## config.mk

```make
export PLATFORM = sky130hd
export DESIGN_NAME = operand_store
export DESIGN_NICKNAME = d
export VERILOG_FILES = /design/src/source/modexp_pkg.sv /design/src/source/operand_store.sv
export VERILOG_INCLUDE_DIRS = /design/src /design/src/source
export SDC_FILE = /design/constraint.sdc
export NUM_CORES = 1
export LEC_CHECK = 0
export BUFFER_PORTS_ARGS = -buffer_cell sky130_fd_sc_hd__buf_2
export CAP_MARGIN = 25
export CORE_AREA = 2 2 314 316
export DETAILED_ROUTE_END_ITERATION = 6
export DIE_AREA = 0 0 316 318
export SETUP_SLACK_MARGIN = 0.15
export SYNTH_ARGS = -nofsm -noshare
export SYNTH_HDL_FRONTEND = slang
export SYNTH_SLANG_ARGS = --single-unit
```

## constraint.sdc

```tcl
create_clock -name clk -period 8.2 [get_ports clk]
set_input_delay 0 -clock clk [delete_from_list [all_inputs] [get_ports clk]]
set_output_delay 0 -clock clk [all_outputs]
set_load 0.05 [all_outputs]
```

## src/source/modexp_macros.svh

```systemverilog
// modexp size definitions

`ifndef MODEXP_MACROS_SVH
`define MODEXP_MACROS_SVH

// bits per word
`define WORD_WIDTH 32

// words per operand
`define NUM_WORDS 4

// full operand width
`define BIG_WIDTH (`WORD_WIDTH * `NUM_WORDS)

// word index width, log2 of NUM_WORDS
`define WORD_IDX_WIDTH 2

// exponent bit index, covers BIG_WIDTH bits
`define EXP_BITS_LOG 7

`endif

```

## src/source/modexp_pkg.sv

```systemverilog
// modexp shared types

`include "modexp_macros.svh"

package modexp_pkg;

    typedef logic [`WORD_WIDTH-1:0] word_t;

    // word 0 sits in the low bits
    typedef logic [`BIG_WIDTH-1:0] big_t;

    // one word of every operand per load cycle
    typedef struct packed {
        word_t m;
        word_t e;
        word_t n;
        word_t r;
        word_t t;
    } operand_words_t;

    // x*y + z + carry_in
    typedef struct packed {
        word_t x;
        word_t y;
        word_t z;
        word_t carry_in;
    } mac_req_t;

    typedef struct packed {
        word_t sum;    // low word
        word_t carry;  // high word
    } mac_rsp_t;

endpackage

```

## src/source/operand_store.sv

```systemverilog
// operand capture registers

`timescale 1ns/1ps
`include "modexp_macros.svh"

module operand_store import modexp_pkg::*; (
    input  logic           clk,
    input  logic           reset,
    input  logic           load_start,
    input  operand_words_t operand_in,
    output logic           load_done,
    output big_t           m_val,
    output big_t           e_val,
    output big_t           n_val,
    output big_t           r_val,
    output big_t           t_val
);

    localparam logic [`WORD_IDX_WIDTH-1:0] last_word = `WORD_IDX_WIDTH'(`NUM_WORDS - 1);

    logic active;                          // words are arriving
    logic [`WORD_IDX_WIDTH-1:0] word_idx;

    always_ff @(posedge clk or posedge reset) begin
        if (reset) begin
            active   <= 1'b0;
            word_idx <= '0;
        end else if (load_start) begin
            active   <= 1'b1;
            word_idx <= '0;
        end else if (active) begin
            word_idx <= word_idx + 1'b1;
            if (word_idx == last_word) active <= 1'b0;
        end
    end

    assign load_done = active && (word_idx == last_word);

    // word 0 first, into the low end
    always_ff @(posedge clk) begin
        if (active) begin
            m_val[word_idx*`WORD_WIDTH +: `WORD_WIDTH] <= operand_in.m;
            e_val[word_idx*`WORD_WIDTH +: `WORD_WIDTH] <= operand_in.e;
            n_val[word_idx*`WORD_WIDTH +: `WORD_WIDTH] <= operand_in.n;
            r_val[word_idx*`WORD_WIDTH +: `WORD_WIDTH] <= operand_in.r;
            t_val[word_idx*`WORD_WIDTH +: `WORD_WIDTH] <= operand_in.t;
        end
    end

endmodule

```

### Word level (Yosys, flattened, before mapping)

Cells that the tools add are included.

* bits in latches: 0
* RAM bits: 0
* memories: 0
* bits in read-only memories: 0
* output and inout port bits: 641
* register bits: 643

* $lt $le $gt $ge: 0
* divide/modulo/power cells: 0
* $add $sub $neg: 2
* bitwise operators: 0
* $mul: 0
* muxes and demuxes: 10
* reductions and logical operators: 2
* shift operators: 6
* equal/unequal tests: 1

Operators by type and width (count)
* bitwise mux 128 bit: 5
* variable part select 32 x 34 -> 128 bit: 5
* variable shift 32 x 34 -> 128 bit, first input constant: 1
* negator 7 -> 34 bit: 1
* 2-to-1 mux 2 bit: 2
* 2-to-1 mux 1 bit: 3
* adder 2 x 1 -> 2 bit, second input constant: 1
* == test 2 bit, second input constant: 1
* nonzero test 2 bit: 1
* logical AND 1 bit: 1

### Depth between registers and ports, before layout

* depth after elaboration: 4
* mapped depth: 8
* mapped depth without buffers: 4

### Least setup slack after synthesis

Ideal clock, no wire load.

* kind: reg2reg
* start point: register, netlist name word_idx[0]
* end point: register e_val[0] (enable)
* cell stages (with the launch flop): 5
* path buffers: 1
* slack: 2956 ps
* arrival time: 4706 ps
* data required time: 7661 ps
* cell sequence: dfrtp_1 -> clkbuf_1 -> inv_1 -> ha_1 -> and2_1

RTL lines
* end signal, assigned by index: RTL line operand_store.sv:43 `` e_val[word_idx*`WORD_WIDTH +: `WORD_WIDTH] <= operand_in.e; ``
* end, declared: RTL line operand_store.sv:13 `output big_t e_val,`

==> results.md <==
- The die covers 100,500 um^2.
- The clock tree from TritonCTS is done.
- The remaining global-route overflow is 0.
- The effective utilization at floorplan is 24.64%.
- The share of async-settable or async-resettable flops after synthesis is 0.4666%.
- The signal on the critical path passes through buf_16, inv_1, ha_1, and2_4, buf_4, buf_4.
- The buffer cell driving the clock tree root is sky130_fd_sc_hd__clkbuf_16.
- The total power density per cell area is 328.1 nW/um^2.
- The synthesis-stage register bit count is 643.
- Headroom to the max-slew limit came out at 33.14%.
- After synthesis the cells add up to 24,010 um^2.
- The proportion of power drawn by combinational gates is 31.4%.
- The total cell area at the placement stage is 29,410 um^2.
- Each instance of the synthesized netlist takes up on average 16.98 um^2.
- Routability-driven placement finished with a final weighted congestion of 0.7923.
- Compared with the post-synthesis result, the final layout area differs by 38.22%.
- In this run the number of H-tree levels came out at 3.
- Along the worst path, the maximum fanout reaches 54.
- The utilization of the core after routing is 34.06%.
- The tool flagged a number of max-cap violations equal to 0.
- The top cell type by area accounts for 80.06% of the synthesized area.
- The minimum clock period is 3696 ps.
- The worst setup path is captured at a register.
- No sink is reached through more buffers than the 3 on the longest clock path.
- The initial antenna violation count is 9.
- The cell with the most instances on the worst path is sky130_fd_sc_hd__buf_4.
- Global routing used 14.38% of the available tracks across all layers.
- The estimated wirelength of the detail-placed design is 48,620 um.
- Of the available clock period, the critical path in the final layout requires 45.07%.
- The measured slew at the worst slew-check pin is 1003 ps.
- The clock skew after layout is 16.74 ps.
- After synthesis, the most frequently instantiated cells are 640 x sky130_fd_sc_hd__edfxtp_1, 324 x sky130_fd_sc_hd__and2_1, 320 x sky130_fd_sc_hd__and3_1, 86 x sky130_fd_sc_hd__clkbuf_1, 11 x sky130_fd_sc_hd__buf_6.
- The post-synthesis cell count is 1,414.
- The family with the most delay on the worst path is buffers and inverters.
- Setup repair after global routing left no endpoint under its margin.
- In the routed layout, each cell is associated on average with a via count of 4.272.
- The DRC violation total after the first TritonRoute iteration is 1,257.
- Post-CTS timing repair inserted 0 buffers for setup.
- Counting flops with a built-in enable in the synthesized netlist gives 640.
- The worst register-to-register path has a setup slack of 4500 ps.
- The design draws 10.89 mW.
- The cell area after layout is 33,180 um^2.
- After layout, the worst setup slack is 4504 ps.
- The I/O pin count is 804.
- In this run the horizontal extent of the chip is 316 um.
- The number of nets in the final layout is 2,541.
- The core area is 97,410 um^2.
- The worst hold path passes through 3 cells.
- The standard-cell row count is 115.
- The final route contains 15,860 vias.
- Counting cells, the worst reg-to-reg path comes to 6.
- The total area of sequential cells is 19,300 um^2.
- Setup violations remaining at the end of the flow were counted as 0.
- The layout cell share with drive strength beyond 1 is 38.40%.
- The maximum single-stage delay on the critical path is 690 ps.
- Once the clock tree was built, the resizer swapped 0 gates to a different size.
- Of all cell types, the one taking the most synthesized area is sky130_fd_sc_hd__edfxtp_1.
- The number of warnings reported in the yosys synthesis log is 0.
- The fmax is 0.2706 GHz.
- For this run, the leading register cell type out of synthesis is sky130_fd_sc_hd__edfxtp_1.
- Counting buffers and inverters, the worst setup path is 6 cells deep.
- The type of the worst min-delay path is in -> reg.
- In this run, distinct cell masters in the synthesized netlist total 21.
- For this block, the routed nets add up to 75,240 um of wire.
- By area the synthesized netlist is led by sky130_fd_sc_hd__edfxtp_1 80%, sky130_fd_sc_hd__and2_1 8.4%, sky130_fd_sc_hd__and3_1 8.3%, sky130_fd_sc_hd__clkbuf_1 1.3%, sky130_fd_sc_hd__buf_6 0.52%.
- The wire length per cell after detailed routing is 20.26 um.
- When the netlist entered floorplanning its net count stood at 1,583.
- The total count of hold-check failures in the final report came to 0.
- Summing all multi-input logic gate instances after layout gives 4250 um^2.
- The static leakage is 14.47 nW.
- The setup path with the least slack is of type reg -> reg.
- The startpoint class of the critical path is a register.
- Entering global routing, the biggest net connects 167 pins.
- Before CTS, the worst setup slack after placement is 4472 ps.
- The required time of the worst setup path is 8430 ps.
- Data on the critical path arrives at its endpoint at 3930 ps.
- The clock network fraction of design power is 27.5%.
- Summing the sequential cell areas from Yosys gives 80.37% of the chip area.
- VDD sags by at most 0.0001925 V.
- The first detailed-routing pass took 6 iterations.
- The clock latency reported for the late side of the worst-skew pair is 610 ps.
- Together, buffers and inverters on the worst path number 4.
- Sequential cells account for 41.1% of the total power.
- The number of global-route vias before repair is 15,890.
- Buffers inserted during clock tree synthesis total 71.
- The analysis attributes to net switching a power of 4.252 mW.
- The count of nets left with antenna violations after detail routing is 0.
- The total negative slack for setup checks is 0 ps.
- Buffers inserted to repair hold after CTS numbered 163.
- The most numerous cell in the Yosys netlist is sky130_fd_sc_hd__edfxtp_1.
- The count of buffers inserted at the top-level ports is 803.
- The internal power is 6.633 mW.
- Clock-pin slew was measured on the worst setup and hold paths at 60 ps.
- The first global-routing pass estimated 107,700 um of wire.
- Counting the fill cells in the layout gives 9,494.
- The die is 318 um tall.
- The flow ran to the end, and the final reports show no timing, DRC or antenna violations.
- The clock drives 643 sinks.
- The number of pins exceeding their max-slew limit in the final report is 0.
- In the routed design, unresolved DRC markers number 0.
- Net switching is 39.06% of the power.
- For this design, the slowest cell found on the critical path is sky130_fd_sc_hd__dfrtp_4.
## per-stage QoR
step | std cells | hold slack [ps]
floorplan | 1414 | -246.4
global placement | 3422 | -115.9
detailed placement | 3423 | -109.6
CTS | 3709 | 76.63
global route | 3709 | 129.9
finish | 3713 | 158.1
## metal layers
| metal | track usage (%) | share of wire [%] | up-vias |
|---|---|---|---|
| met2 | 23.94 | 48 | 770 |
| met3 | 4.317 | 8.8 | 169 |
| li1 | - | - | 7109 |
| met1 | 16.89 | 39 | 7809 |
| met4 | 6.772 | 4.0 | 4 |
| met5 | 0 | 0.035 | - |
## logic make-up after synthesis
kind of cell	Yosys count	share of synthesized area, %
adders and majority gates	6	0.3127
and+or+nand+nor	654	17.13
DFF	643	80.37
AOI/OAI and AO/OA	1	0.03128
buffers and inverters	108	2.080
xor gates and xnor gates	1	0.03649
muxes	1	0.04170
## flip-flops by register name, summed over array words and instances, names as in the netlist
signal and cells:
m_val 128, r_val 128, e_val 128, t_val 128, word_idx 2, active 1
n_val 128
## worst min-delay path: stages
cell,delay (ps)
sky130_fd_sc_hd__dlygate4sd3_1,540
sky130_fd_sc_hd__buf_2,150
sky130_fd_sc_hd__nor2_1,50
## power by group through the flow
stage / clock (mW) / combinational (mW) / sequential [mW]
final: 3.00 / 3.42 / 4.47
after global routing: 3.19 / 3.56 / 4.52
after CTS: 3.07 / 3.45 / 4.48
after detailed placement: 0 / 3.39 / 4.54
after global placement: 0 / 3.36 / 4.54
after floorplan: 0 / 0.620 / 6.40
## cell type report
class,count,share of cell area [%]
antenna,4,0.03017
sequential,643,58.16
tap,1287,4.853
inverter,4,0.04525
multi-input combinational,663,12.81
timing repair buffer,989,17.69
clock buffer,89,5.622
clock inverter,34,0.7957
## layout by cell type, fill, tap and decap left out, types with 11 or more instances in the layout
cell type                         n
sky130_fd_sc_hd__clkinv_1        13
sky130_fd_sc_hd__clkinv_2        11
sky130_fd_sc_hd__clkbuf_16       72
sky130_fd_sc_hd__clkbuf_1        17
sky130_fd_sc_hd__and3_1         320
sky130_fd_sc_hd__edfxtp_1       640
sky130_fd_sc_hd__buf_4           20
sky130_fd_sc_hd__dlygate4sd3_1  163
sky130_fd_sc_hd__and2_1         320
sky130_fd_sc_hd__buf_2          803
## path summary, 6_finish.rpt
check                       startpoint           to
setup / recovery           word_idx[0]    m_val[18]
hold / removal              load_start  word_idx[0]
setup reg to reg           word_idx[0]    m_val[18]
hold reg to reg            word_idx[1]  word_idx[1]
max in group asynchronous        reset  word_idx[0]
min in group asynchronous        reset  word_idx[0]
Power figures use the tool's default switching activity.
