**config.mk**
```make
export PLATFORM = sky130hd
export DESIGN_NAME = exp_sequencer
export DESIGN_NICKNAME = d
export VERILOG_FILES = /design/src/source/modexp_pkg.sv /design/src/source/exp_sequencer.sv
export VERILOG_INCLUDE_DIRS = /design/src /design/src/source
export SDC_FILE = /design/constraint.sdc
export NUM_CORES = 2
export LEC_CHECK = 0
export BUFFER_PORTS_ARGS = -buffer_cell sky130_fd_sc_hd__buf_2
export CAP_MARGIN = 20
export CORE_AREA = 5 5 367 369
export CTS_CLUSTER_DIAMETER = 60
export CTS_CLUSTER_SIZE = 16
export DETAILED_ROUTE_END_ITERATION = 8
export DIE_AREA = 0 0 372 374
export GPL_TIMING_DRIVEN = 0
export PLACE_DENSITY = 0.53
export SETUP_SLACK_MARGIN = 0.15
export SYNTH_ARGS = -nofsm -noshare
export SYNTH_HDL_FRONTEND = slang
export SYNTH_SLANG_ARGS = --single-unit
```
**constraint.sdc**
```tcl
create_clock -name clk -period 68.4 [get_ports clk]
set_clock_uncertainty 0.05 [all_clocks]
set_input_delay 20.52 -clock clk [delete_from_list [all_inputs] [get_ports clk]]
set_output_delay 20.52 -clock clk [all_outputs]
set_load 0.01 [all_outputs]
```
**src/source/modexp_macros.svh**
```systemverilog
// modexp size definitions

`ifndef MODEXP_MACROS_SVH
`define MODEXP_MACROS_SVH

// bits per word
`define WORD_WIDTH 32

// words per operand
`define NUM_WORDS 4

// full operand width
`define BIG_WIDTH (`WORD_WIDTH * `NUM_WORDS)

// word index width, log2 of NUM_WORDS
`define WORD_IDX_WIDTH 2

// exponent bit index, covers BIG_WIDTH bits
`define EXP_BITS_LOG 7

`endif

```
**src/source/modexp_pkg.sv**
```systemverilog
// modexp shared types

`include "modexp_macros.svh"

package modexp_pkg;

    typedef logic [`WORD_WIDTH-1:0] word_t;

    // word 0 sits in the low bits
    typedef logic [`BIG_WIDTH-1:0] big_t;

    // one word of every operand per load cycle
    typedef struct packed {
        word_t m;
        word_t e;
        word_t n;
        word_t r;
        word_t t;
    } operand_words_t;

    // x*y + z + carry_in
    typedef struct packed {
        word_t x;
        word_t y;
        word_t z;
        word_t carry_in;
    } mac_req_t;

    typedef struct packed {
        word_t sum;    // low word
        word_t carry;  // high word
    } mac_rsp_t;

endpackage

```
**src/source/exp_sequencer.sv**
```systemverilog
// square-and-multiply control and readout

`timescale 1ns/1ps
`include "modexp_macros.svh"

module exp_sequencer import modexp_pkg::*; (
    input  logic  clk,
    input  logic  reset,
    input  logic  start_input,
    input  logic  start_compute,
    input  logic  get_result,
    input  logic  load_done,
    input  big_t  m_val,
    input  big_t  e_val,
    input  big_t  r_val,
    input  big_t  t_val,
    input  logic  mul_done,
    input  big_t  mul_result,
    output logic  load_start,
    output logic  mul_start,
    output big_t  a,
    output big_t  b,
    output logic  done,
    output logic  result_valid,
    output word_t result_word
);

    typedef enum logic [3:0] {
        idle, loading, loaded, to_mont, scan, square, multiply, from_mont, complete, unload
    } state_t;

    localparam logic [`WORD_IDX_WIDTH-1:0] last_word = `WORD_IDX_WIDTH'(`NUM_WORDS - 1);
    localparam logic [`EXP_BITS_LOG-1:0] top_bit = `EXP_BITS_LOG'(`BIG_WIDTH - 1);
    localparam big_t big_one = big_t'(1);

    state_t state;
    big_t m_bar;
    big_t c_bar;
    logic [`EXP_BITS_LOG-1:0] bit_idx;     // current exponent bit
    logic [`WORD_IDX_WIDTH-1:0] word_cnt;  // readout position

    assign load_start = start_input && (state == idle || state == loaded);
    assign done       = (state == complete);

    always_ff @(posedge clk or posedge reset) begin
        if (reset) begin
            state        <= idle;
            m_bar        <= '0;
            c_bar        <= '0;
            a            <= '0;
            b            <= '0;
            bit_idx      <= '0;
            word_cnt     <= '0;
            mul_start    <= 1'b0;
            result_valid <= 1'b0;
            result_word  <= '0;
        end else begin
            mul_start <= 1'b0;
            case (state)
                idle: if (load_start) state <= loading;
                loading: if (load_done) state <= loaded;
                loaded: begin
                    if (load_start) begin
                        state <= loading;          // reload
                    end else if (start_compute) begin
                        a         <= m_val;        // m_bar = MonPro(m, t)
                        b         <= t_val;
                        mul_start <= 1'b1;
                        c_bar     <= r_val;        // Montgomery one
                        bit_idx   <= top_bit;
                        state     <= to_mont;
                    end
                end
                to_mont: if (mul_done) begin
                    m_bar <= mul_result;
                    state <= scan;
                end
                scan: begin                         // look for the leading one
                    if (e_val[bit_idx]) begin
                        a         <= c_bar;
                        b         <= c_bar;
                        mul_start <= 1'b1;
                        state     <= square;
                    end else if (bit_idx == '0) begin
                        a         <= big_one;      // zero exponent
                        b         <= c_bar;
                        mul_start <= 1'b1;
                        state     <= from_mont;
                    end else begin
                        bit_idx <= bit_idx - 1'b1;
                    end
                end
                square: if (mul_done) begin
                    c_bar     <= mul_result;
                    mul_start <= 1'b1;
                    if (e_val[bit_idx]) begin
                        a     <= mul_result;
                        b     <= m_bar;
                        state <= multiply;
                    end else if (bit_idx == '0) begin
                        a     <= big_one;
                        b     <= mul_result;
                        state <= from_mont;
                    end else begin
                        bit_idx <= bit_idx - 1'b1;
                        a       <= mul_result;
                        b       <= mul_result;
                    end
                end
                multiply: if (mul_done) begin
                    c_bar     <= mul_result;
                    mul_start <= 1'b1;
                    if (bit_idx == '0) begin
                        a     <= big_one;
                        b     <= mul_result;
                        state <= from_mont;
                    end else begin
                        bit_idx <= bit_idx - 1'b1;
                        a       <= mul_result;
                        b       <= mul_result;
                        state   <= square;
                    end
                end
                from_mont: if (mul_done) begin
                    c_bar <= mul_result;
                    state <= complete;
                end
                complete: if (get_result) begin
                    result_word  <= c_bar[`WORD_WIDTH-1:0];
                    c_bar        <= c_bar >> `WORD_WIDTH;
                    result_valid <= 1'b1;
                    word_cnt     <= '0;
                    state        <= unload;
                end
                unload: begin
                    if (word_cnt == last_word) begin
                        result_valid <= 1'b0;
                        result_word  <= '0;
                        state        <= loaded;    // operands still held
                    end else begin
                        result_word <= c_bar[`WORD_WIDTH-1:0];
                        c_bar       <= c_bar >> `WORD_WIDTH;
                        word_cnt    <= word_cnt + 1'b1;
                    end
                end
                default: state <= idle;
            endcase
        end
    end

    valid_only_in_unload: assert property (
        @(posedge clk) disable iff (reset) result_valid |-> state == unload
    );

endmodule

```
Word level (Yosys, flattened, before mapping) --
Cells that the tools add are included.
Storage, ports and cells: register bits 559, output and inout bits 292, logic and storage cells 115, input port bits 647
Cells by class: equal/unequal tests 24, multiplexer cells 61, add/subtract/negate cells 2, magnitude comparators 1, reductions and logical operators 17
Operators with widths (count):
- $mux 128 | 19
- $pmux 128 s4 | 3
- $mux 32 | 2
- $pmux 32 s2 | 1
- $mux 4 | 13
- $mux 7 | 6
- $pmux 4 s10 | 1
- $pmux 7 s4 | 1
- $ne 2x2->1 const B | 11
- $eq 4x3->1 const B | 4
- $reduce_and 6->1 | 2
- $reduce_and 9->1 | 1
- $eq 4x2->1 const B | 2
- $eq 4x4->1 const B | 2
- $lt 7x8->1 const B | 1
- $mux 1 | 8
- $reduce_bool 4->1 | 2
- $bmux 1 s7 | 1
- $logic_not 7->1 | 1
- $sub 7x1->7 const B | 1
- $mux 2 | 3
- $ne 3x3->1 const B | 2
- $reduce_and 3->1 | 2
- $reduce_and 5->1 | 1
- other kinds (14) | 15

Depth between registers and ports, before layout --
word-level depth 5, gate-level depth with buffers 14, mapped depth without buffers 9

Worst setup path after synthesis --
No wires, ideal clock.
path kind input to output, from input port start_input, to output port load_start, stages 1, setup slack 27.130 ns, arrival time 20.700 ns, required time 47.830 ns, path buffers 0, cells stage by stage and3_1
Between the ends: word-level cells in the longest chain between the ends 1
Ends and longest elaborated chain:
- start: declaration | line exp_sequencer.sv:9 | input logic start_input,
- $logic_and 1x1->1 | line exp_sequencer.sv:42 | assign load_start = start_input && (state == idle || state == loaded);
- end: declaration | line exp_sequencer.sv:19 | output logic load_start,
No other way between the ends.

Final worst setup path --
Same ends and word-level chain as after synthesis.

==> tab_implementation.tex <==
\begin{tabular}{lr}
\hline
Metric & Value \\
\hline
\multicolumn{2}{l}{\textbf{Job}} \\
Max-capacitance violation count & 0 \\
\multicolumn{2}{l}{\textbf{Placed design}} \\
Routability cong. & 0.917 \\
\# port buffers & 938 \\
Placed inst area & 0.0385 mm2 \\
DP HPWL & 154000 um \\
Post-Place Worst Slack & 26.68 ns \\
\multicolumn{2}{l}{\textbf{Floorplan}} \\
Number of I/O pins & 939 \\
Effective utilization at floorplan & 24.0\% \\
Width of the chip & 372 um \\
Floorplan core area & 0.131 mm2 \\
\# rows & 133 \\
Die Outline Area & 0.139 mm2 \\
Die outline height & 374 um \\
\multicolumn{2}{l}{\textbf{Timing}} \\
Pins over their slew limit & 0 \\
Share of the clock period used by the worst path & 61.0\% \\
Time the final worst path needs with I/O delays and setup & 41.72 ns \\
Setup repair after global routing missed its margin & no \\
Number of setup violations in the final report & 0 \\
Normalized max-slew margin & 29.1\% \\
Slew at the pin closest to its max-slew limit & 1.06 ns \\
Worst Setup Slack, final & 26.68 ns \\
Highest Clock Rate & 24.0 MHz \\
Final Hold Fails & 0 \\
Hold slack final & 0.420 ns \\
Setup Total Neg Slack & 0 ns \\
\multicolumn{2}{l}{\textbf{Setup path}} \\
Crit path max fanout & 4 \\
Slowest stage cell on the critical path & and3\_1 \\
Delay contributed by the slowest stage of the critical path & 0.30 ns \\
Required time worst endpoint & 47.83 ns \\
Most frequent cell on the critical path & buf\_2 \\
Nature of the critical path startpoint & input pin \\
Worst path top cell family by delay & buffers and inverters \\
Arrival time of the worst setup path & 21.15 ns \\
Critical path class & in -> out \\
Critical path buffer and inverter count & 2 \\
Kind of end point of the critical path & primary output \\
Worst-path cell chain & buf\_2 > and3\_1 > buf\_2 \\
\multicolumn{2}{l}{\textbf{Run status}} \\
Result of the run & complete, no violations \\
\multicolumn{2}{l}{\textbf{Power}} \\
Switching portion of total power & 46.1\% \\
Internal & 1.13 mW \\
Total power & 2.09 mW \\
Seq pwr share & 31.5\% \\
Gate power share & 47.9\% \\
Peak ir drop on the vdd network & 0.0234 mV \\
Leakage component of the power & 17.9 nW \\
Part of the total power dissipated in the clock network & 20.6\% \\
Net Switching & 964 uW \\
Areal power density over the cells & 50.7 mW/mm2 \\
\multicolumn{2}{l}{\textbf{Worst hold path}} \\
Class of the tightest hold or removal check & reg -> reg \\
\multicolumn{2}{l}{\textbf{Finish}} \\
Finished layout cell area & 0.0413 mm2 \\
Layout overhead on the synthesized area & 31.8\% \\
Area of combinational cells with multiple inputs & 0.0160 mm2 \\
Total of fill cells in the finished design & 14100 \\
Fraction of final layout cells sized beyond drive strength 1 & 36.1\% \\
Nets@finish & 4955 \\
Sequential cell area & 0.0140 mm2 \\
\multicolumn{2}{l}{\textbf{Yosys}} \\
Syn\_nets & 3927 \\
Parity-gate share of the synthesized area counting xor and xnor cells & 0.0838\% \\
Mapped Avg Cell Area & 9.56 um2 \\
Most frequent cell after synthesis & nand2\_1 \\
Most area-hungry cell type in the Yosys netlist & dfrtp\_1 \\
Simple-Gate Fraction of Synth Area & 10.4\% \\
Dominant combinational cell family by area after synthesis & compound AO/OA/AOI/OAI gates \\
Fraction of the mapped netlist area in adder cells & 0.0798\% \\
Cell area after synthesis & 0.0313 mm2 \\
Number of enable-type register cells in the synthesized netlist & 0 \\
Top cells by instance count after synthesis & nand2\_1 (630), dfrtp\_1 (559), o21ai\_0 (389) \\
Post-synthesis sequential element count & 559 \\
Post-Synthesis Cells & 3278 \\
Post-synthesis sequential area ratio & 44.6\% \\
Number of synthesis warnings & 0 \\
Ranking of synthesized cells by area & dfrtp\_1 (45\%), mux2\_2 (13\%), nand2\_1 (7.5\%), o21ai\_0 (6.2\%), a222oi\_1 (4.1\%) \\
Ys flop type & dfrtp\_1 \\
Cell variety after synth & 57 \\
Mux cell area share after synthesis & 16.3\% \\
Area share of the leading cell type in the synthesized netlist & 44.6\% \\
Area fraction in compound gates after synthesis & 24.0\% \\
Proportion of synthesized flip-flops having asynchronous set or reset & 100\% \\
\multicolumn{2}{l}{\textbf{Global route}} \\
Wire length of the first global-routing pass & 262000 um \\
Overall track demand over capacity in global routing & 26.6\% \\
Initial antenna violation count & 104 \\
Grt ovf & 0 \\
Maximum number of pins on one net before global-route repair & 113 \\
Vias in the first global route & 32500 \\
\multicolumn{2}{l}{\textbf{Detailed routing}} \\
Ratio of routed vias to standard cells & 5.41 \\
Aggregate routed wire length & 193000 um \\
Uppermost routed layer & met5 \\
Antenna Nets Post-Route & 0 \\
Detailed route wirelength on metal3 & 18300 um \\
Number of design rule violations left after detail routing & 0 \\
Number of detailed-routing iterations run before antenna repair & 7 \\
Via total after detailed routing & 33400 \\
DRT iter0 DRCs & 3911 \\
WL met2 & 88400 um \\
Routed met1 length & 79700 um \\
Drt wl/cell & 31.3 um \\
\multicolumn{2}{l}{\textbf{Clocking}} \\
Clock slew at the register clock pins of the worst setup and hold paths & 0.05 ns \\
Number of buffers inserted for hold repair after clock tree synthesis & 0 \\
Post-cts gate resize count & 0 \\
Maximum number of buffers from clock root to sink & 3 \\
Clock tree from TritonCTS & built \\
Number of H-tree levels & 3 \\
Post-CTS Setup Bufs & 0 \\
Clock root buffer master & clkbuf\_16 \\
Clock buffers created by TritonCTS & 76 \\
CTS Sinks & 559 \\
Worst-Skew Late Latency & 0.69 ns \\
\hline
\end{tabular}
## cell type report
class	instances	area share, %
Multi-Input combinational cell	2376	38.6
Sequential cell	559	33.9
Timing Repair Buffer	950	12.0
Clock buffer	86	4.87
Inverter	8	0.0909
Buffer	335	3.36
Clock inverter	49	1.54
Antenna cell	53	0.321
Tap cell	1755	5.32
## through the flow
step                std cells  utilization, %
floorplan                3278               -
detailed placement       5983            29.5
global route             6135            31.5
global placement         5971            29.2
finish                   6171            31.6
CTS                      6118            31.5
## state kept, by name (all words and copies together), names as in the netlist
name and count:
mul_start 1, word_cnt 2, state 4, result_valid 1, bit_idx 7, result_word 32, m_bar 128, b 128
a 128, c_bar 128
## placed cells by master, fill, tap and decap left out, types with 9 or more instances in the layout
cell / n
nor2_1: 149
nand2_1: 630
dfrtp_1: 559
buf_4: 13
nor3_1: 10
buf_2: 980
buf_1: 14
clkbuf_1: 255
clkbuf_16: 77
a31oi_1: 100
inv_8: 9
diode_2: 53
a32o_1: 127
o21ai_0: 389
o21ai_1: 9
clkbuf_2: 14
inv_6: 15
a21oi_1: 175
a222oi_1: 127
mux2_2: 375
mux4_2: 32
a22oi_1: 130
a22o_1: 31
## kinds of logic after synthesis
kind of cell    count (synthesis)
flops                         559
compound gates               1118
xor+xnor                        3
simple gates                  832
mux                           421
fa+ha+maj                       2
buf+inv                       343
## worst reg2reg max path, cell delays in order, from the launching register on
cell	delay, ns
dfrtp_1	0.32
clkbuf_1	0.41
buf_1	0.59
clkbuf_1	0.43
mux2i_1	0.36
o221ai_1	0.14
or4_1	0.57
o21ai_1	0.22
a31o_2	0.51
buf_2	0.61
buf_2	0.80
buf_2	0.43
nand2_1	0.11
o21ai_0	0.07
## metal layers
metal  GRT usage (%)  up-vias
met2            42.4     1821
met4            8.75       40
met5               0        -
met3            7.63      300
li1                -    14400
met1            34.6    16800
## power by group through the flow
stage                     Clock (mW)  Sequential, mW  Combinational [mW]
after floorplan                    0           0.605               0.576
after global placement             0           0.665               0.988
after detailed placement           0           0.667                1.00
after CTS                      0.438           0.663                1.00
after global routing           0.450           0.675                1.08
final                          0.431           0.660                1.00
## path summary, 6_finish.rpt
kind                                   startpoint                    endpoint  slack, ns  cells past startpoint
min in group asynchronous                   reset  result_word[9]$_DFFE_PP0P_      19.92                      2
setup reg to reg           bit_idx[2]$_DFFE_PP0P_          b[126]$_DFFE_PP0P_      62.70                     13
max in group asynchronous                   reset           b[65]$_DFFE_PP0P_      46.34                      5
hold / removal                   b[6]$_DFFE_PP0P_            b[6]$_DFFE_PP0P_       0.42                      2
setup / recovery                      start_input                  load_start      26.68                      3
hold reg to reg                  b[6]$_DFFE_PP0P_            b[6]$_DFFE_PP0P_       0.42                      2
(Power assumes the default switching activity.)
