## config.mk

```make
export PLATFORM = sky130hd
export DESIGN_NAME = mont_mul
export DESIGN_NICKNAME = d
export VERILOG_FILES = /design/src/source/modexp_pkg.sv /design/src/source/mont_mul.sv /design/src/source/word_mul_add.sv
export VERILOG_INCLUDE_DIRS = /design/src /design/src/source
export SDC_FILE = /design/constraint.sdc
export NUM_CORES = 2
export LEC_CHECK = 0
export BUFFER_PORTS_ARGS = -buffer_cell sky130_fd_sc_hd__buf_2
export CAP_MARGIN = 10
export CORE_ASPECT_RATIO = 1.1
export CORE_MARGIN = 3
export CORE_UTILIZATION = 40
export DETAILED_ROUTE_END_ITERATION = 7
export PLACE_DENSITY_LB_ADDON = 0.15
export SLEW_MARGIN = 15
export SYNTH_ARGS = -nofsm -noshare
export SYNTH_HDL_FRONTEND = slang
export SYNTH_SLANG_ARGS = --single-unit
export TNS_END_PERCENT = 5
```

## constraint.sdc

```tcl
create_clock -name clk -period 16.01 [get_ports clk]
set_input_delay 4.0025 -clock clk [delete_from_list [all_inputs] [get_ports clk]]
set_output_delay 4.0025 -clock clk [all_outputs]
set_load 0.005 [all_outputs]
```

## src/source/modexp_macros.svh

```systemverilog
// modexp size definitions

`ifndef MODEXP_MACROS_SVH
`define MODEXP_MACROS_SVH

// bits per word
`define WORD_WIDTH 32

// words per operand
`define NUM_WORDS 4

// full operand width
`define BIG_WIDTH (`WORD_WIDTH * `NUM_WORDS)

// word index width, log2 of NUM_WORDS
`define WORD_IDX_WIDTH 2

// exponent bit index, covers BIG_WIDTH bits
`define EXP_BITS_LOG 7

`endif

```

## src/source/modexp_pkg.sv

```systemverilog
// modexp shared types

`include "modexp_macros.svh"

package modexp_pkg;

    typedef logic [`WORD_WIDTH-1:0] word_t;

    // word 0 sits in the low bits
    typedef logic [`BIG_WIDTH-1:0] big_t;

    // one word of every operand per load cycle
    typedef struct packed {
        word_t m;
        word_t e;
        word_t n;
        word_t r;
        word_t t;
    } operand_words_t;

    // x*y + z + carry_in
    typedef struct packed {
        word_t x;
        word_t y;
        word_t z;
        word_t carry_in;
    } mac_req_t;

    typedef struct packed {
        word_t sum;    // low word
        word_t carry;  // high word
    } mac_rsp_t;

endpackage

```

## src/source/mont_mul.sv

```systemverilog
// Montgomery product, word-serial CIOS

`timescale 1ns/1ps
`include "modexp_macros.svh"

module mont_mul import modexp_pkg::*; (
    input  logic  clk,
    input  logic  reset,
    input  logic  mul_start,
    input  big_t  a,
    input  big_t  b,
    input  big_t  n_val,
    input  word_t nprime0,
    output logic  mul_done,
    output big_t  mul_result
);

    typedef enum logic [2:0] {
        idle, acc, fold, quot, reduce, top_lo, top_hi, finish
    } state_t;

    localparam logic [`WORD_IDX_WIDTH-1:0] last_word = `WORD_IDX_WIDTH'(`NUM_WORDS - 1);

    state_t state;
    logic collect;                      // high on the cycle mac_rsp is read
    logic [`WORD_IDX_WIDTH-1:0] i;      // outer word of a
    logic [`WORD_IDX_WIDTH-1:0] j;      // inner word
    word_t v [`NUM_WORDS + 2];
    word_t carry;
    word_t q_word;                      // quotient word for this outer step
    mac_req_t mac_req;
    mac_rsp_t mac_rsp;
    logic [`BIG_WIDTH+`WORD_WIDTH-1:0] v_low;
    logic [`BIG_WIDTH+`WORD_WIDTH-1:0] n_ext;
    logic [`BIG_WIDTH+`WORD_WIDTH-1:0] v_diff;

    word_mul_add u_word_mul_add (
        .clk     (clk),
        .reset   (reset),
        .mac_req (mac_req),
        .mac_rsp (mac_rsp)
    );

    // request is held through both cycles of a word op
    always_comb begin
        mac_req = '0;
        case (state)
            acc: begin
                mac_req.x        = a[i*`WORD_WIDTH +: `WORD_WIDTH];
                mac_req.y        = b[j*`WORD_WIDTH +: `WORD_WIDTH];
                mac_req.z        = v[j];
                mac_req.carry_in = carry;
            end
            fold: begin
                mac_req.z        = v[`NUM_WORDS];
                mac_req.carry_in = carry;
            end
            quot: begin
                mac_req.x = v[0];
                mac_req.y = nprime0;        // only the low word is kept
            end
            reduce: begin
                mac_req.x        = q_word;
                mac_req.y        = n_val[j*`WORD_WIDTH +: `WORD_WIDTH];
                mac_req.z        = v[j];
                mac_req.carry_in = carry;
            end
            top_lo: begin
                mac_req.z        = v[`NUM_WORDS];
                mac_req.carry_in = carry;
            end
            top_hi: begin
                mac_req.z        = v[`NUM_WORDS + 1];
                mac_req.carry_in = carry;
            end
            default: ;
        endcase
    end

    always_ff @(posedge clk or posedge reset) begin
        if (reset) begin
            state    <= idle;
            collect  <= 1'b0;
            i        <= '0;
            j        <= '0;
            carry    <= '0;
            q_word   <= '0;
            mul_done <= 1'b0;
            for (int k = 0; k < `NUM_WORDS + 2; k++) begin
                v[k] <= '0;
            end
        end else begin
            mul_done <= 1'b0;
            if (state != idle && state != finish) begin
                collect <= ~collect;
            end
            case (state)
                idle: if (mul_start) state <= acc;
                acc: if (collect) begin
                    v[j]  <= mac_rsp.sum;
                    carry <= mac_rsp.carry;
                    j     <= j + 1'b1;
                    if (j == last_word) state <= fold;
                end
                fold: if (collect) begin
                    v[`NUM_WORDS]     <= mac_rsp.sum;
                    v[`NUM_WORDS + 1] <= mac_rsp.carry;
                    carry             <= '0;
                    state             <= quot;
                end
                quot: if (collect) begin
                    q_word <= mac_rsp.sum;
                    state  <= reduce;
                end
                reduce: if (collect) begin
                    if (j != '0) v[j - 1'b1] <= mac_rsp.sum;   // shift down one word
                    carry <= mac_rsp.carry;
                    j     <= j + 1'b1;
                    if (j == last_word) state <= top_lo;
                end
                top_lo: if (collect) begin
                    v[`NUM_WORDS - 1] <= mac_rsp.sum;
                    carry             <= mac_rsp.carry;
                    state             <= top_hi;
                end
                top_hi: if (collect) begin
                    v[`NUM_WORDS] <= mac_rsp.sum;
                    carry         <= '0;                  // fresh carry per outer word
                    i             <= i + 1'b1;
                    state         <= (i == last_word) ? finish : acc;
                end
                finish: begin
                    mul_done <= 1'b1;
                    q_word   <= '0;
                    state    <= idle;
                    for (int k = 0; k < `NUM_WORDS + 2; k++) begin
                        v[k] <= '0;
                    end
                end
                default: state <= idle;
            endcase
        end
    end

    always_comb begin
        for (int k = 0; k <= `NUM_WORDS; k++) begin
            v_low[k*`WORD_WIDTH +: `WORD_WIDTH] = v[k];
        end
    end

    assign n_ext  = {{`WORD_WIDTH{1'b0}}, n_val};
    assign v_diff = v_low - n_ext;

    // CIOS leaves v below 2n, one subtraction brings it under n
    always_ff @(posedge clk) begin
        if (state == finish) begin
            mul_result <= (v_low >= n_ext) ? v_diff[`BIG_WIDTH-1:0] : v_low[`BIG_WIDTH-1:0];
        end
    end

    mul_start_when_idle: assert property (
        @(posedge clk) disable iff (reset) mul_start |-> state == idle
    );

endmodule

```

## src/source/word_mul_add.sv

```systemverilog
// word multiply-accumulate, one cycle

`timescale 1ns/1ps
`include "modexp_macros.svh"

module word_mul_add import modexp_pkg::*; (
    input  logic     clk,
    input  logic     reset,
    input  mac_req_t mac_req,
    output mac_rsp_t mac_rsp
);

    typedef logic [2*`WORD_WIDTH-1:0] dword_t;

    dword_t full;

    // cannot overflow: (2^w-1)^2 + 2*(2^w-1) = 2^2w - 1
    assign full = dword_t'(mac_req.x) * dword_t'(mac_req.y)
                + dword_t'(mac_req.z) + dword_t'(mac_req.carry_in);

    always_ff @(posedge clk or posedge reset) begin
        if (reset) begin
            mac_rsp <= '0;
        end else begin
            mac_rsp.sum   <= full[`WORD_WIDTH-1:0];
            mac_rsp.carry <= full[2*`WORD_WIDTH-1:`WORD_WIDTH];
        end
    end

endmodule

```

==> Word-level counts from Yosys, hierarchy flattened <==
Cells that the tools add are included.
W data, S select, Z words.
{ "totals": {"regBits": 457} }
{ "op_classes": {"mul": 1, "add_sub_neg": 6, "bitwise": 3, "shift": 3, "muxes": 37, "reduce_logical": 25, "eq_ne": 22, "order_cmp": 5} }
{ "op_table": {"columns": ["cell", "count"], "rows": [
  ["$mux W192", 3],
  ["$bwmux W192", 2],
  ["$pmux W64 S3", 2],
  ["$shiftx A128 B8 Y32", 3],
  ["$pmux W96 S3", 1],
  ["$pmux W32 S4", 2],
  ["$mux W32", 7],
  ["$demux W32 S3", 2],
  ["$ge A160 B128 Y1", 1],
  ["$pmux W32 S5", 1],
  ["$add A64 B32 Y64", 2],
  ["$mux W128", 1],
  ["$pmux W32 S2", 2],
  ["$sub A128 B128 Y128", 1],
  ["$bmux W32 S3", 1],
  ["$mul A32 B32 Y64", 1],
  ["$mux W64", 1],
  ["$mux W3", 10],
  ["$pmux W3 S8", 1],
  ["$ne A2 B2 Y1 const B", 10],
  ["$eq A3 B3 Y1 const B", 4],
  ["$reduce_and A5 Y1", 2],
  ["$reduce_and A9 Y1", 1],
  ["$ge A3 B4 Y1 const B", 2],
  ["23 further kinds", 39]
]} }

==> Logic depth before layout (Yosys ltp) <==
{ "logic_depth": {"depth_word": 10, "mapped_depth": 40, "ltp_nobuf": 35} }

==> By module <==
A second synthesis with hierarchy kept.
{ "hier_totals": {"cells_unflattened": 7275, "hier_area_um2": 66425.0} }
{ "by_module_without_submodules": {"columns": ["module", "instances", "area_each_um2", "cells_per_inst"], "rows": [
  ["word_mul_add", 1, 36956.7, 4056],
  ["mont_mul", 1, 29468.3, 3219]
]} }

==> Worst setup path before layout <==
OpenSTA, ideal clock, no wires.
{ "synth_path": {"path_type": "input to register", "start": "input port a[114]", "end": "register u_word_mul_add.mac_rsp[27] (netlist name)", "n_path_buf": 3, "required_ns": 15.941, "arrival_ns": 12.295, "setup_time_ns": 0.069, "setup_slack_ns": 3.647, "stages": 30, "path_cell_list": "mux4_2 mux2i_1 o21a_1 clkbuf_1 clkbuf_1 nor2_1 fa_1 inv_1 fa_1 fa_1 fa_1 fa_1 inv_1 fa_1 fa_1 inv_1 fa_1 inv_1 ha_1 clkbuf_1 a21o_1 o21bai_1 nor2_1 or4_1 o21ai_2 a21oi_1 o41ai_2 a31oi_1 or4_1 nand3_1"} }
{ "synth_via": {"elab_chain_cells": 5} }
{ "synth_lines": {"columns": ["item", "line", "rtl"], "rows": [
  ["start: declaration", "mont_mul.sv:10", "input big_t a,"],
  ["$shiftx A128 B8 Y32", "mont_mul.sv:49", "mac_req.x = a[i*`WORD_WIDTH +: `WORD_WIDTH];"],
  ["$pmux W64 S3", "mont_mul.sv:47", "case (state)"],
  ["$mul A32 B32 Y64", "word_mul_add.sv:18", "assign full = dword_t'(mac_req.x) * dword_t'(mac_req.y)"],
  ["$add A64 B32 Y64 (2 in a row)", "word_mul_add.sv:19", "+ dword_t'(mac_req.z) + dword_t'(mac_req.carry_in);"],
  ["net u_word_mul_add.full[59]", "word_mul_add.sv:15", "dword_t full;"]
]} }
The timed path passes the listed nets, and every way through them passes these cells.
A chain may end at the register's enable or synchronous reset.

==> Final worst setup path <==
{ "layout_path": {"start": "input port n_val[69]", "end": "register u_word_mul_add.mac_rsp[27] (netlist name)"} }
{ "layout_via": {"elab_chain_cells": 5} }
{ "layout_lines": {"columns": ["item", "line", "rtl"], "rows": [
  ["start: declaration", "mont_mul.sv:12", "input big_t n_val,"],
  ["$shiftx A128 B8 Y32", "mont_mul.sv:64", "mac_req.y = n_val[j*`WORD_WIDTH +: `WORD_WIDTH];"],
  ["$pmux W64 S3", "mont_mul.sv:47", null],
  ["$mul A32 B32 Y64", "word_mul_add.sv:18", null],
  ["$add A64 B32 Y64 (2 in a row)", "word_mul_add.sv:19", null],
  ["net u_word_mul_add.full[59]", "word_mul_add.sv:15", null]
]} }
The timed path passes the listed nets, and every way through them passes these cells.

==> key figures <==
Floorplan
  – Die height: 431 µm
  – Die Span X: 393 µm
  – Top Ports: 548
  – FP Rows: 155
  – Area of the core: 163,000 µm²
  – Initial Utilization: 40.4%
  – Die footprint: 169,000 µm²

Setup path
  – Type of destination of the critical path: flop
  – Required @ worst endpoint: 16.62 ns
  – Critical path class: in -> reg
  – CP max FO: 18
  – R2r startpoint: state[1]
  – Most common cell on crit path: fa_1
  – Critical Path Source Type: primary input
  – Cells on worst reg2reg path: 31
  – Reg-to-Reg End: u_word_mul_add.mac_rsp[27]
  – CP peak stage delay: 0.72 ns
  – R2r setup slk: 3.56 ns
  – WP data arrival: 14.34 ns
  – CP max-delay cell: a21oi_2

Detailed routing
  – Vias/cell: 5.93
  – DRT iter0 DRCs: 5,519
  – Via count: 58,549
  – WL/cell: 33.4 µm
  – Pre-Repair DR Iteration Count: 7
  – Drt drc: 0
  – Drt total wl: 330,000 µm
  – Routed Antenna Nets: 0

STA
  – Tightest Pin Transition: 1.32 ns
  – Post-route setup TNS: 0 ns
  – Crit share post-route: 85.8%
  – Headroom to the max-slew limit: 11.5%
  – Final Hold Viols: 0
  – Setup violations, final: 0
  – RSZ-0062 raised after global routing: false
  – Fmax: 0.0728 GHz
  – Slew Viols, Final: 0
  – Post-route minimum period: 13.73 ns
  – Clk_skew: 0.0366 ns

Clock network
  – Clk sinks: 457
  – Max Root-Sink Buffers: 3
  – Post-CTS Setup Bufs: 0
  – Skew-Pair Late Insertion Delay: 0.68 ns
  – CTS resizes: 0
  – Worst-path clk slew: 0.06 ns
  – CTS H-tree lvls: 2
  – CTS root buffer: clkbuf_16
  – Inserted Clock Buffers: 53
  – CTS tree: done
  – Post-CTS Hold Buffers: 0

Cells and area
  – FF+latch area: 12,100 µm²
  – Area of the multi-input gates: 47,600 µm²
  – Nets@finish: 9,478
  – Layout fillers: 16,240
  – Final core occ: 44.8%
  – Layout cells sized above 1: 13.5%
  – Area grow syn2layout: 10.8%
  – Final instance area: 72,900 µm²

Logic synthesis
  – Sequential-to-total area share from yosys stat: 18.4%
  – Mapped Area: 65,800 µm²
  – Synth Register Bits: 457
  – Library cells used by synthesis: 97
  – Synth Flop Type: dfrtp_1
  – Synthesized area per cell: 8.95 µm²
  – Post-synth EDFFs: 128
  – Post-synth ARST share: 72.0%
  – Synth Instances: 7,351
  – Syn Nets: 9,143
  – Synth Warn #: 0

Run
  – Maxcap violations: 0

Placement
  – Post-Place Cell Area: 71,000 µm²
  – Placer Congestion: 0.993
  – HPWL Detailed: 268,000 µm
  – Port Buffer Count: 547

Global route
  – Largest net degree at the start of global routing: 164
  – First-pass GRT wire length: 457,000 µm
  – Initial antenna violation count: 29
  – Vias in the first global route: 59,751
  – All-layer global routing usage: 38.7%
  – Residual overflow from global routing: 0

Worst hold path
  – Hold path startpoint: carry[0]
  – Hold worst-path end: carry[0]
  – Hold Crit Class: reg -> reg
  – Hold path depth: 2

Run status
  – Status: complete, no violations
## cell usage in the layout, fill, tap and decap left out, drive strengths merged, types with 33 or more instances in the layout
master  count
nand4      73
dfrtp     329
inv      1231
fa        962
nor2      627
nand2    1100
nand2b     42
o21ai     423
o21a       76
o21bai     43
mux4      128
a22o      181
edfxtp    128
buf       710
mux2i      72
xnor2     105
and2       36
ha        411
nor3       48
a21o      106
xor2       68
nand3      37
a21oi     328
a31oi      33
clkbuf     74
## critical path, delay by kind of cell
family | cells | cell delay (ns)
compound gates | 7 | 2.55
fa+ha+maj | 9 | 4.45
buf+inv | 6 | 0.87
mux | 1 | 0.54
simple gates | 8 | 1.88
## worst max-delay path by stage
stage                                       endpoint  cells past startpoint  startpoint
final                     u_word_mul_add.mac_rsp[27]                     31   n_val[69]
after global routing      u_word_mul_add.mac_rsp[27]                     30   n_val[69]
after CTS                 u_word_mul_add.mac_rsp[27]                     31   n_val[69]
after detailed placement  u_word_mul_add.mac_rsp[27]                     31   n_val[69]
after global placement    u_word_mul_add.mac_rsp[27]                     30   n_val[69]
after floorplan           asynchronous set/reset pin                      1       reset
## cell families after synthesis
| group | Yosys count | synth area share [%] |
|---|---|---|
| adder cells (fa/ha/maj) | 1373 | 37.1 |
| AND/OR/NAND/NOR | 2092 | 13.3 |
| buffers and inverters | 1658 | 9.56 |
| AO/OA/AOI/OAI | 1396 | 13.9 |
| flip-flops | 457 | 18.4 |
| XOR/XNOR | 173 | 2.30 |
| multiplexers | 202 | 5.51 |
## layout make-up
| cell class | instances | share of cell area (%) |
|---|---|---|
| clock buffer | 74 | 2.11 |
| antenna | 18 | 0.0618 |
| clock inverter | 24 | 0.397 |
| multi-input combinational | 5236 | 65.4 |
| sequential | 457 | 16.6 |
| inverter | 1228 | 6.35 |
| timing repair buffer | 710 | 5.50 |
| tap | 2119 | 3.64 |
## cell usage after synthesis, types with 47 or more instances
cell | number | area share (%)
xor2_1 | 68 | 0.91
edfxtp_1 | 128 | 5.8
o21ai_0 | 370 | 2.8
mux2i_1 | 72 | 1.1
a22o_1 | 181 | 2.4
xnor2_1 | 105 | 1.4
nor3_1 | 47 | 0.36
nor2_1 | 626 | 3.6
ha_1 | 411 | 7.8
dfrtp_1 | 329 | 13
inv_1 | 1226 | 7.0
a21oi_1 | 326 | 2.5
clkbuf_1 | 368 | 2.1
nand4_1 | 72 | 0.69
nand2_1 | 1099 | 6.3
o21a_1 | 76 | 0.87
mux4_2 | 128 | 4.4
fa_1 | 962 | 29
o21ai_1 | 48 | 0.37
a21o_1 | 106 | 1.2
## per-stage QoR
step / std cells / worst slack, ns / hold slack (ns)
2_1_floorplan: 7351 / 2.90 / 0.442
3_3_place_gp: 9749 / 1.75 / 0.457
3_5_place_dp: 9750 / 1.71 / 0.462
4_1_cts: 9848 / 2.40 / 0.477
5_1_grt: 9849 / 2.03 / 0.489
6_report: 9866 / 2.28 / 0.473
## per-layer routing
layer  vias to the layer above  global-route usage, %  wire length [µm]
met5                         -                      0               118
met4                        18                   28.6             30200
met3                       844                   7.32             26200
met2                      3128                   62.3            152000
met1                     29947                   46.0            121000
li1                      24612                      -                 -
Power is left out: the tool's default activity adds up to more than one toggle a clock period on the data nets, which glitch-free logic cannot reach.
